**src/logic/armPkg.sv**
```systemverilog
package armPkg;

    localparam int INSTR_W = 32;

    ////////////////////////////////////////////////////////////////////////////
    // Operation and condition encodings

    // Low 16 codes follow the data-processing opcode field
    typedef enum logic [4:0] {
        AND  = 5'd0,
        EOR  = 5'd1,
        SUB  = 5'd2,
        RSB  = 5'd3,
        ADD  = 5'd4,
        ADC  = 5'd5,
        SBC  = 5'd6,
        RSC  = 5'd7,
        TST  = 5'd8,
        TEQ  = 5'd9,
        CMP  = 5'd10,
        CMN  = 5'd11,
        ORR  = 5'd12,
        MOV  = 5'd13,
        BIC  = 5'd14,
        MVN  = 5'd15,
        MUL  = 5'd16,
        DIV  = 5'd17,
        FADD = 5'd18,
        FMUL = 5'd19
    } aluOpE;

    typedef enum logic [3:0] {
        EQ, NE, CS, CC, MI, PL, VS, VC,
        HI, LS, GE, LT, GT, LE, AL, NV
    } condE;

    ////////////////////////////////////////////////////////////////////////////
    // Payloads

    typedef struct packed {
        logic n;
        logic z;
        logic c;
        logic v;
    } flagsT;

    typedef struct packed {
        logic [INSTR_W-1:0] instr;
        logic [31:0]        opA;
        logic [31:0]        opB;   // Register operand as read
    } instrInT;

    typedef struct packed {
        condE        cond;
        aluOpE       op;
        logic [3:0]  flagW;     // NZCV order
        logic        regW;
        logic        memW;
        logic        memToReg;
        logic        noWrite;
        logic        pcSrc;
        logic        isBranch;
        logic        isFloat;
        logic [3:0]  rd;
        logic [31:0] opA;
        logic [31:0] opB;       // Operand or extended immediate
    } decodedT;

    typedef struct packed {
        logic [31:0] value;
        logic [3:0]  rd;
        logic        regWrite;
        logic        memWrite;
        logic        pcWrite;
        logic        condPass;
        flagsT       flags;     // Flags after this instruction
    } resultT;

endpackage

```
**src/logic/creditFifo.sv**
```systemverilog
`timescale 1ns/1ps

module creditFifo #(
    parameter type payloadT = logic [31:0],
    parameter int  DEPTH    = 4
) (
    input  logic                       clk,
    input  logic                       rst,
    input  logic                       push,
    input  payloadT                    pushData,
    input  logic                       pop,
    output payloadT                    popData,
    output logic                       notEmpty,
    output logic [$clog2(DEPTH+1)-1:0] freeSlots
);
    localparam int PTR_W = $clog2(DEPTH);
    localparam int CNT_W = $clog2(DEPTH + 1);

    payloadT          mem [DEPTH];
    logic [PTR_W-1:0] wrPtr;
    logic [PTR_W-1:0] rdPtr;
    logic [CNT_W-1:0] count;

    always_ff @(posedge clk) begin
        if (push) begin
            mem[wrPtr] <= pushData;
        end
    end

    // Pointers wrap at the last slot
    always_ff @(posedge clk) begin
        if (rst) begin
            wrPtr <= '0;
            rdPtr <= '0;
            count <= '0;
        end else begin
            if (push) begin
                wrPtr <= (wrPtr == PTR_W'(DEPTH - 1)) ? '0 : wrPtr + 1'b1;
            end
            if (pop) begin
                rdPtr <= (rdPtr == PTR_W'(DEPTH - 1)) ? '0 : rdPtr + 1'b1;
            end
            count <= count + CNT_W'(push) - CNT_W'(pop);
        end
    end

    assign popData   = mem[rdPtr];  // Head entry is readable the cycle after push
    assign notEmpty  = (count != '0);
    assign freeSlots = CNT_W'(DEPTH) - count;

    noPushWhenFull: assert property (@(posedge clk) disable iff (rst)
        push |-> (count != CNT_W'(DEPTH)));
    noPopWhenEmpty: assert property (@(posedge clk) disable iff (rst)
        pop |-> notEmpty);

endmodule

```
**src/logic/instrDecoder.sv**
```systemverilog
`timescale 1ns/1ps

module instrDecoder (
    input  logic             clk,
    input  logic             rst,
    input  logic             advance,
    input  logic             inValid,
    input  armPkg::instrInT  inData,
    output logic             decValid,
    output armPkg::decodedT  decOp
);
    import armPkg::*;

    logic [INSTR_W-1:0] instr;
    logic [1:0]         opClass;
    logic [5:0]         funct;   // {I, P, U, B, W, L} in the memory class
    aluOpE              dpOp;
    logic               dpLogic;
    decodedT            dec;

    assign instr   = inData.instr;
    assign opClass = instr[27:26];
    assign funct   = instr[25:20];
    assign dpOp    = aluOpE'({1'b0, funct[4:1]});

    // Logical ops leave V alone
    assign dpLogic = dpOp inside {AND, EOR, TST, TEQ, ORR, MOV, BIC, MVN};

    ////////////////////////////////////////////////////////////////////////////
    // Field decode

    always_comb begin
        dec      = '0;
        dec.cond = condE'(instr[31:28]);
        dec.rd   = instr[15:12];
        dec.opA  = inData.opA;
        dec.opB  = inData.opB;
        dec.op   = ADD;

        case (opClass)
            2'b00: begin
                if (!funct[5] && instr[7:4] == 4'b1001 && instr[24:21] == 4'b0000) begin
                    dec.op = MUL;                   // No flags and no register write
                end else begin
                    dec.op      = dpOp;
                    dec.regW    = 1'b1;
                    dec.noWrite = dpOp inside {TST, TEQ, CMP, CMN};
                    if (funct[0]) begin
                        dec.flagW = dpLogic ? 4'b1110 : 4'b1111;
                    end
                    if (funct[5]) begin
                        dec.opB = {24'b0, instr[7:0]};
                    end
                end
            end

            2'b01: begin
                if (funct == 6'b111111 && instr[7:4] == 4'b1111) begin
                    dec.op = DIV;
                end else begin
                    dec.op       = funct[3] ? ADD : SUB;   // U bit
                    dec.memW     = !funct[0];
                    dec.memToReg = funct[0];
                    dec.regW     = funct[0];               // LDR only
                    if (!funct[5]) begin
                        dec.opB = {20'b0, instr[11:0]};
                    end
                end
            end

            2'b10: begin
                dec.isBranch = 1'b1;
                dec.opB      = {{6{instr[23]}}, instr[23:0], 2'b00};   // Word offset
            end

            default: begin
                // Only the float-add pattern is recognized
                if (funct ==? 6'b100?11) begin
                    dec.isFloat = 1'b1;
                    dec.op      = FADD;
                end
            end
        endcase

        dec.pcSrc = (dec.rd == 4'd15 && dec.regW) || dec.isBranch;
    end

    ////////////////////////////////////////////////////////////////////////////
    // Stage register

    always_ff @(posedge clk) begin
        if (rst) begin
            decValid <= 1'b0;
        end else if (advance) begin
            decValid <= inValid;
        end
    end

    always_ff @(posedge clk) begin
        if (advance && inValid) begin
            decOp <= dec;
        end
    end

endmodule

```
**src/logic/aluExecute.sv**
```systemverilog
`timescale 1ns/1ps

module aluExecute (
    input  logic             clk,
    input  logic             rst,
    input  logic             advance,
    input  logic             decValid,
    input  armPkg::decodedT  decOp,
    output logic             exValid,
    output armPkg::resultT   exRes
);
    import armPkg::*;

    flagsT       flags;
    flagsT       flagsNext;
    logic        condPass;
    logic [31:0] x;
    logic [31:0] y;
    logic        cin;
    logic [32:0] sum;
    logic [31:0] value;
    logic        carry;

    always_comb begin
        case (decOp.cond)
            EQ: condPass = flags.z;
            NE: condPass = !flags.z;
            CS: condPass = flags.c;
            CC: condPass = !flags.c;
            MI: condPass = flags.n;
            PL: condPass = !flags.n;
            VS: condPass = flags.v;
            VC: condPass = !flags.v;
            HI: condPass = flags.c && !flags.z;
            LS: condPass = !flags.c || flags.z;
            GE: condPass = (flags.n == flags.v);
            LT: condPass = (flags.n != flags.v);
            GT: condPass = !flags.z && (flags.n == flags.v);
            LE: condPass = flags.z || (flags.n != flags.v);
            AL: condPass = 1'b1;
            default: condPass = 1'b0;   // NV never executes
        endcase
    end

    ////////////////////////////////////////////////////////////////////////////
    // Adder operands with subtraction as inverted operand plus carry in

    always_comb begin
        x   = decOp.opA;
        y   = decOp.opB;
        cin = 1'b0;
        case (decOp.op)
            SUB, CMP: begin
                y   = ~decOp.opB;
                cin = 1'b1;
            end
            RSB: begin
                x   = ~decOp.opA;
                cin = 1'b1;
            end
            ADC: cin = flags.c;
            SBC: begin
                y   = ~decOp.opB;
                cin = flags.c;
            end
            RSC: begin
                x   = ~decOp.opA;
                cin = flags.c;
            end
            default: ;
        endcase
    end

    assign sum = {1'b0, x} + {1'b0, y} + {32'b0, cin};

    always_comb begin
        carry = sum[32];
        case (decOp.op)
            AND, TST:   value = decOp.opA & decOp.opB;
            EOR, TEQ:   value = decOp.opA ^ decOp.opB;
            ORR:        value = decOp.opA | decOp.opB;
            MOV:        value = decOp.opB;
            BIC:        value = decOp.opA & ~decOp.opB;
            MVN:        value = ~decOp.opB;
            MUL:        value = decOp.opA * decOp.opB;   // Low word
            DIV:        value = (decOp.opB == '0) ? '1 : decOp.opA / decOp.opB;
            FADD, FMUL: value = '0;
            default:    value = sum[31:0];
        endcase
        if (decOp.op inside {AND, EOR, TST, TEQ, ORR, MOV, BIC, MVN}) begin
            carry = flags.c;    // Logical ops pass the old C through
        end
    end

    // Masked flag update that holds on a failed condition
    always_comb begin
        flagsNext = flags;
        if (condPass) begin
            if (decOp.flagW[3]) flagsNext.n = value[31];
            if (decOp.flagW[2]) flagsNext.z = (value == '0);
            if (decOp.flagW[1]) flagsNext.c = carry;
            if (decOp.flagW[0]) flagsNext.v = (x[31] == y[31]) && (sum[31] != x[31]);
        end
    end

    always_ff @(posedge clk) begin
        if (rst) begin
            exValid <= 1'b0;
            flags   <= '0;
        end else if (advance) begin
            exValid <= decValid;
            if (decValid) begin
                flags <= flagsNext;
            end
        end
    end

    always_ff @(posedge clk) begin
        if (advance && decValid) begin
            exRes.value    <= value;
            exRes.rd       <= decOp.rd;
            exRes.regWrite <= condPass && decOp.regW && !decOp.noWrite;
            exRes.memWrite <= condPass && decOp.memW;
            exRes.pcWrite  <= condPass && decOp.pcSrc;
            exRes.condPass <= condPass;
            exRes.flags    <= flagsNext;
        end
    end

    decOpKnown: assert property (@(posedge clk) disable iff (rst)
        decValid |-> !$isunknown(decOp));

endmodule

```
**src/logic/resultStage.sv**
```systemverilog
`timescale 1ns/1ps

module resultStage #(
    parameter int OUT_DEPTH = 4
) (
    input  logic            clk,
    input  logic            rst,
    input  logic            exValid,
    input  armPkg::resultT  exRes,
    input  logic            decValid,
    input  logic            outCredit,
    output logic            advance,
    output logic            outValid,
    output armPkg::resultT  outData
);
    import armPkg::*;

    localparam int CNT_W = $clog2(OUT_DEPTH + 1);

    logic [CNT_W-1:0] freeSlots;
    logic [CNT_W-1:0] stageCnt;
    logic [CNT_W-1:0] creditCnt;
    logic             notEmpty;
    logic             push;

    ////////////////////////////////////////////////////////////////////////////
    // Pipeline advance

    // Everything still in flight must fit in the buffer
    assign stageCnt = CNT_W'(decValid) + CNT_W'(exValid);
    assign advance  = (freeSlots >= stageCnt);
    assign push     = exValid && advance;

    creditFifo #(
        .payloadT (resultT),
        .DEPTH    (OUT_DEPTH)
    ) outBuf_i (
        .clk       (clk),
        .rst       (rst),
        .push      (push),
        .pushData  (exRes),
        .pop       (outValid),
        .popData   (outData),
        .notEmpty  (notEmpty),
        .freeSlots (freeSlots)
    );

    ////////////////////////////////////////////////////////////////////////////
    // Output credits

    assign outValid = notEmpty && (creditCnt != '0);   // One record per cycle

    always_ff @(posedge clk) begin
        if (rst) begin
            creditCnt <= CNT_W'(OUT_DEPTH);
        end else begin
            creditCnt <= creditCnt - CNT_W'(outValid) + CNT_W'(outCredit);
        end
    end

    // Sink may never return more than it was given
    creditBound: assert property (@(posedge clk) disable iff (rst)
        creditCnt <= CNT_W'(OUT_DEPTH));

endmodule

```
**src/logic/armExecCore.sv**
```systemverilog
`timescale 1ns/1ps

module armExecCore #(
    parameter int IN_DEPTH  = 4,
    parameter int OUT_DEPTH = 4
) (
    input  logic             clk,
    input  logic             rst,
    input  logic             inValid,
    input  armPkg::instrInT  inData,
    output logic             inCredit,
    output logic             outValid,
    output armPkg::resultT   outData,
    input  logic             outCredit
);
    import armPkg::*;

    instrInT bufData;
    logic    bufValid;
    logic    bufPop;
    logic    advance;
    logic    decValid;
    decodedT decOp;
    logic    exValid;
    resultT  exRes;

    assign bufPop   = advance && bufValid;
    assign inCredit = bufPop;   // Each freed slot returns a credit to the source

    creditFifo #(
        .payloadT (instrInT),
        .DEPTH    (IN_DEPTH)
    ) inBuf_i (
        .clk       (clk),
        .rst       (rst),
        .push      (inValid),
        .pushData  (inData),
        .pop       (bufPop),
        .popData   (bufData),
        .notEmpty  (bufValid),
        .freeSlots ()
    );

    instrDecoder decoder_i (
        .clk(clk), .rst(rst), .advance(advance),
        .inValid(bufValid), .inData(bufData),
        .decValid(decValid), .decOp(decOp)
    );

    aluExecute execute_i (
        .clk(clk), .rst(rst), .advance(advance),
        .decValid(decValid), .decOp(decOp),
        .exValid(exValid), .exRes(exRes)
    );

    resultStage #(.OUT_DEPTH(OUT_DEPTH)) result_i (
        .clk(clk), .rst(rst), .exValid(exValid), .exRes(exRes),
        .decValid(decValid), .outCredit(outCredit), .advance(advance),
        .outValid(outValid), .outData(outData)
    );

endmodule

```
**config.mk**
```make
export PLATFORM = sky130hd
export DESIGN_NAME = armExecCore
export DESIGN_NICKNAME = d
export VERILOG_FILES = /design/src/logic/armPkg.sv /design/src/logic/creditFifo.sv /design/src/logic/instrDecoder.sv /design/src/logic/aluExecute.sv /design/src/logic/resultStage.sv /design/src/logic/armExecCore.sv
export SDC_FILE = /design/constraint.sdc
export NUM_CORES = 2
export LEC_CHECK = 0
export BUFFER_PORTS_ARGS = -buffer_cell sky130_fd_sc_hd__buf_2
export CAP_MARGIN = 40
export CORE_UTILIZATION = 25
export DETAILED_ROUTE_END_ITERATION = 6
export SYNTH_ARGS = -nofsm -noshare
export SYNTH_HDL_FRONTEND = slang
export SYNTH_SLANG_ARGS = --single-unit
export TNS_END_PERCENT = 20
```
**constraint.sdc**
```tcl
create_clock -name clk -period 89.9 [get_ports clk]
set_input_delay 4.495 -clock clk [delete_from_list [all_inputs] [get_ports clk]]
set_output_delay 4.495 -clock clk [all_outputs]
set_load 0.01 [all_outputs]
```
# ---- Yosys cells after proc, flatten, opt, wreduce, memory -nomap -nowiden
# Memories as Yosys holds them, arrays and structs flattened. A register that Yosys moved wholly into a read port is not among the register bits.
# Index checks and enable logic that the tools add are counted.
dict set report word_totals {
  reg_bits 152
  ram_bits 560
  output_inout_bits 46
  wordCells 204
  mem_count 2
}
dict set report op_classes {
  add_sub_neg 14
  n_mul 1
  n_div 1
  n_lt_le_gt_ge 1
  n_eq_ne 55
  mux 39
  bitwise 9
  n_reduce_logical 49
}
# name depth word_bits rd rd_ports_with_merged_regs write_ports line
set memory_table {}
lappend memory_table {inBuf_i.mem 4 96 1 1 1 creditFifo.sv:19} ;# payloadT mem [DEPTH];
lappend memory_table {result_i.outBuf_i.mem 4 44 1 1 1 creditFifo.sv:19}
# cell count
set ops {}
lappend ops {{$pmux W32 S9} 1}
lappend ops {{$mux W32} 7}
lappend ops {{$pmux W32 S3} 1}
lappend ops {{$eq A4 B4 Y1 const B} 18}
lappend ops {{$and A32 B32 Y32} 2}
lappend ops {{$logic_not A32 Y1} 2}
lappend ops {{$not A32 Y32} 2}
lappend ops {{$eq A5 B4 Y1 const B} 7}
lappend ops {{$add A32 B32 Y33} 1}
lappend ops {{$add A33 B1 Y33} 1}
lappend ops {{$div A32 B32 Y32} 1}
lappend ops {{$mul A32 B32 Y32} 1}
lappend ops {{$or A32 B32 Y32} 1}
lappend ops {{$xor A32 B32 Y32} 1}
lappend ops {{$eq A5 B5 Y1 const B} 5}
lappend ops {{$eq A4 B3 Y1 const B} 4}
lappend ops {{$mux W2} 8}
lappend ops {{$reduce_bool A8 Y1} 2}
lappend ops {{$eq A5 B3 Y1 const B} 3}
lappend ops {{$logic_and A1 B1 Y1} 15}
lappend ops {{$mux W5} 3}
lappend ops {{$pmux W1 S15} 1}
lappend ops {{$pmux W5 S3} 1}
lappend ops {{$mux W1} 12}
lappend ops {{other kinds (29)} 69}

# ---- Logic depth before layout (Yosys ltp)
dict set report logic_depth {
  word_depth 9
  mapped_depth 348
}

# ---- Hierarchy
# Synthesis repeated with hierarchy kept, for this count alone.
dict set report hier_totals {
  cells_unflattened 8367
  area_unflattened_um2 78126.2
}
# module instances cells_each area_each_um2 seq_area_each_um2
set by_module_without_submodules {}
lappend by_module_without_submodules {aluExecute 1 7297 53064.6 1421.4}
lappend by_module_without_submodules {{creditFifo at inBuf_i} 1 549 14341.3 11711.2}
lappend by_module_without_submodules {{creditFifo at result_i.outBuf_i} 1 277 6890.4 5465.2}
lappend by_module_without_submodules {instrDecoder 1 220 3598.5 2602.5}
lappend by_module_without_submodules {resultStage 1 23 225.2 60.1}
lappend by_module_without_submodules {armExecCore 1 1 6.3 0.0}

# ---- Worst setup path before layout
# No wires, ideal clock.
dict set report synth_path {
  kind {reg2reg}
  startpoint {register, netlist name decoder_i.decOp[0]}
  endpoint {register execute_i.flags[2] (netlist bit)}
  t_arrival_ns 71.208
  slack_ns 18.621
  stages_incl_launch_ff 314
  n_path_buf 42
  synth_period_minus_slack_ns 71.279
  cell_sequence {edfxtp_1 -> clkbuf_1 -> clkinv_1 -> buf_1 -> ha_1 -> and4_1 -> nor2_1 -> ha_1 -> o21a_1 -> o211ai_1 -> nor2_1 -> mux2_2 -> ha_1 -> o211ai_1 -> a21oi_1 -> nand2_1 -> nor2_1 -> mux2_2 -> (+278 left out) -> a21oi_1 -> o21ai_0 -> ha_1 -> a21o_1 -> a21oi_1 -> nor2b_1 -> o21ai_0 -> nand2b_1 -> a211oi_1 -> a2111oi_0 -> o21ai_0 -> nand2_1 -> nor4_1 -> nand4_1 -> nor4b_1 -> nand4b_1 -> or4b_2 -> a21oi_1}
}
dict set report synth_between {
  elab_chain_cells 8
  word_cells_on_any_way 16
  classes_between {add/sub (2); mul (1); div (1); mux (5); bitwise (5); reduce/logical (2)}
}
# item line
set synth_lines {}
lappend synth_lines {{branches (longest 4 deep; another with $div A32 B32 Y32)} -}
lappend synth_lines {{$pmux W32 S9 (*)} aluExecute.sv:78} ;# case (decOp.op)
lappend synth_lines {{via execute_i.value[0]} aluExecute.sv:21} ;# logic [31:0] value;
lappend synth_lines {{$logic_not A32 Y1 (*)} aluExecute.sv:100} ;# if (decOp.flagW[2]) flagsNext.z = (value == '0);
lappend synth_lines {{$mux W1 (*)} aluExecute.sv:100}
lappend synth_lines {{$mux W4 (*)} aluExecute.sv:98} ;# if (condPass) begin
lappend synth_lines {{to (signal assigned)} aluExecute.sv:113} ;# flags <= flagsNext;
lappend synth_lines {{to (decl)} aluExecute.sv:14} ;# flagsT flags;
# Mark *: on every way through the listed nets, which the timed path passes.
# A chain may end at the register's enable or synchronous reset.

# ---- Worst setup path after layout
dict set report layout_path {
  startpoint {register, netlist name decoder_i.decOp[26]}
  endpoint {register execute_i.flags[2] (netlist bit)}
}
dict set report layout_between {
  word_cells_on_any_way 16
  classes_between {add/sub (2); mul (1); div (1); mux (5); bitwise (5); reduce/logical (2)}
}
# item line
set layout_lines {}
lappend layout_lines {{$div A32 B32 Y32 or $logic_not A32 Y1 (tied branches)} aluExecute.sv:86} ;# DIV: value = (decOp.opB == '0) ? '1 : decOp.opA / decOp.opB;
lappend layout_lines {{$mux W32 (*)} aluExecute.sv:86}
lappend layout_lines {{$pmux W32 S9 (*)} aluExecute.sv:78}
lappend layout_lines {{via execute_i.value[0]} aluExecute.sv:21}
lappend layout_lines {{$logic_not A32 Y1 (*)} aluExecute.sv:100}
lappend layout_lines {{$mux W1 (*)} aluExecute.sv:100}
lappend layout_lines {{$mux W4 (*)} aluExecute.sv:98}
# Mark *: on every way through the listed nets, which the timed path passes. The rest lies on a longest branch.

==> impl_results.md <==
* WHS Endpoint: execute_i.exRes[8]
* Nets at 9,543
* Slew headroom at 26.09%
* Vias at 65,790
* Final hold slack at 0.4111 ns
* CTS Sinks at 714
* Worst hold start: decoder_i.decOp[64]
* Antenna violations before repair at 14
* Reg-to-Reg End: execute_i.flags[2]
* Setup TNS at 0 ns
* Post-CTS sizing at 0
* Inserted Clock Buffers at 74
* Maximum clock path buffer count at 3
* Die ar. at 307,300 µm²
* DRT Pass-1 Iters at 6
* Core ar. at 303,000 µm²
* Ys flop type: edfxtp_1
* Yosys top cell area share at 27.05%
* Clock Tree Root: clkbuf_16
* Clk Latency, worst-skew pair at 0.70 ns
* WHS Path Cells at 0
* Register area share after synthesis at 27.76%
* Distinct cell type count after synthesis at 100
* Warnings, synthesis at 0
* DR WL/cell at 23.38 µm
* Iteration-0 DRC Markers at 7,039
* # rows at 202
* First-pass GRT wire length at 420.4 mm
* Routed Antenna Nets at 0
* Slowest cell on the critical path: o41ai_2
* Hpwl dp at 217.9 mm
* # H-tree levels at 3
* Total setup buffers inserted after CTS at 0
* Detailed-route wire length at 287.9 mm
* Worst Tran Pin Value at 1.109 ns
* Final setup vio count at 0
* Layout cells sized above 1 at 10.01%
* Top cells by count, synth: 956 x nand2_1, 755 x ha_1, 709 x nor2_1
* Crit path launch type: flop
* Remaining global-route overflow at 0
* Delay-heaviest family, CP: compound AO/OA/AOI/OAI gates
* Asr flop ratio synth at 0%
* Initial Util at 25.17%
* MaxCap Viol Count at 0
* Most frequent cell after synthesis: nand2_1
* Netlist Area Pre-Place at 76,270 µm²
* Status: finished, final reports clean
* Fin crit period at 84.07 ns
* RSZ-0062 raised after global routing: false
* Dominant cell type by area after synthesis: edfxtp_1
* Total track usage at 18.19%
* Pin count of the biggest net entering global routing at 77
* Period utilisation layout at 93.51%
* Register bit count reported by yosys at 714
* Vias per Instance at 5.342
* Buf+Inv Stages, Crit Path at 15
* CP max FO at 38
* Hold crit path type: reg2reg
* Design area at 84,740 µm²
* Worst-case reg-to-reg path depth at 293
* DP Area at 82,360 µm²
* Synth Instances at 8,207
* Post-synth EDFFs at 687
* Residual DRC at 0
* Worst EP required at 90.51 ns
* Area growth syn-to-layout at 11.10%
* Max-slew violations at 0
* Endpoints failing hold at 0
* Die Span Y at 554.3 µm
* Worst Path Arrival at 84.67 ns
* FF-to-FF Start: decoder_i.decOp[26]
* CP most frequent cell: ha_1
* Avg Cell Area, Syn at 9.293 µm²
* Fmax at 11.90 MHz
* Slowest stage delay, CP at 0.79 ns
* Gpl congestion at 1.026
* Buffers on Ports at 145
* Chip Width at 554.3 µm
* Vias in the first global route at 63,650
* Syn_nets at 9,475
* Setup CP Type: reg2reg
* R2r setup slk at 5.83 ns
* Clock-pin slew on the worst setup and hold paths at 0.07 ns
* Clk_skew at 0.04559 ns
* I/O Pins at 146
* Ranking of synthesized cells by area: edfxtp_1 27%, ha_1 12%, fa_1 11%
* Critical path depth in cells at 293
* CTS Hold Bufs at 0
* CP Capture Type: flop
* CTS tree: done
[cell families (layout without fill, tap and decap cells)]
kind of cell	after synthesis	after routing	synth area share (%)
AND/OR/NAND/NOR	2504	2504	14.83
AO/OA/AOI/OAI	1943	1943	16.77
adder cells (fa/ha/maj)	1168	1168	23.23
buffers and inverters	1075	1199	5.335
flip-flops	714	714	27.76
XOR/XNOR	531	531	6.098
multiplexers	272	272	5.985
other	0	6	0
[per-layer routing]
| layer | GRT usage, % | wire length [µm] | share of wire, % | vias to the layer above |
|---|---|---|---|---|
| li1 | - | - | - | 29580 |
| met1 | 23.24 | 115600 | 40 | 32210 |
| met2 | 28.21 | 124900 | 43 | 3202 |
| met3 | 4.250 | 29280 | 10 | 793 |
| met4 | 9.989 | 18030 | 6.3 | 10 |
| met5 | 0 | 55 | 0.019 | - |
[metrics by stage]
stage | std cells | worst slack (ns) | utilization, %
2_1_floorplan | 8207 | 18.62 | -
3_3_place_gp | 12150 | 8.867 | 27.07
3_5_place_dp | 12180 | 8.262 | 27.18
4_1_cts | 12310 | 7.894 | 27.96
5_1_grt | 12310 | 0.09145 | 27.96
6_report | 12320 | 5.834 | 27.96
[how the worst max path moves through the flow]
stage | startpoint | to | slack (ns)
after floorplan | decoder_i.decOp[0] | execute_i.flags[2] | 18.62
after global placement | decoder_i.decOp[26] | execute_i.flags[2] | 8.87
after detailed placement | decoder_i.decOp[26] | execute_i.flags[2] | 8.26
after CTS | decoder_i.decOp[26] | execute_i.flags[2] | 7.89
after global routing | decoder_i.decOp[26] | execute_i.flags[2] | 0.09
final | decoder_i.decOp[26] | execute_i.flags[2] | 5.83
[area by class of cell]
type | count | area, µm²
Tap cell | 3978 | 4977
Multi-Input combinational cell | 6418 | 51140
Fill cell | 31930 | 218300
Clock inverter | 39 | 396.6
Timing Repair Buffer | 349 | 2365
Sequential cell | 714 | 21180
Antenna cell | 6 | 15.01
Clock buffer | 93 | 1963
Inverter | 718 | 2695
[layout by cell type, fill, tap and decap left out, drive strengths merged, types with 57 or more instances in the layout]
cell type  count
or3           75
nor2b         97
nand2        957
buf          349
fa           413
o21ai        388
a31oi         95
edfxtp       687
nand4         68
nor3         166
nand2b        57
mux2          82
mux4         139
a21oi        517
inv          714
o21a         128
a21o         154
a211oi        58
o211ai        78
clkbuf        93
xor2         183
nor2         709
nand3        137
ha           755
xnor2        348
[registers in the layout, indices dropped and copies added, names as in the netlist, named ones only]
register / cells
inBuf_i.mem: 384
result_i.outBuf_i.mem: 176
decoder_i.decOp: 83
execute_i.exRes: 44
execute_i.flags: 4
inBuf_i.count: 3
result_i.creditCnt: 3
result_i.outBuf_i.count: 3
inBuf_i.rdPtr: 2
inBuf_i.wrPtr: 2
result_i.outBuf_i.rdPtr: 2
result_i.outBuf_i.wrPtr: 2
decoder_i.decValid: 1
execute_i.exValid: 1
Power is not shown: default switching activity piles up to over one toggle a cycle in this logic, so the estimate is an artifact.
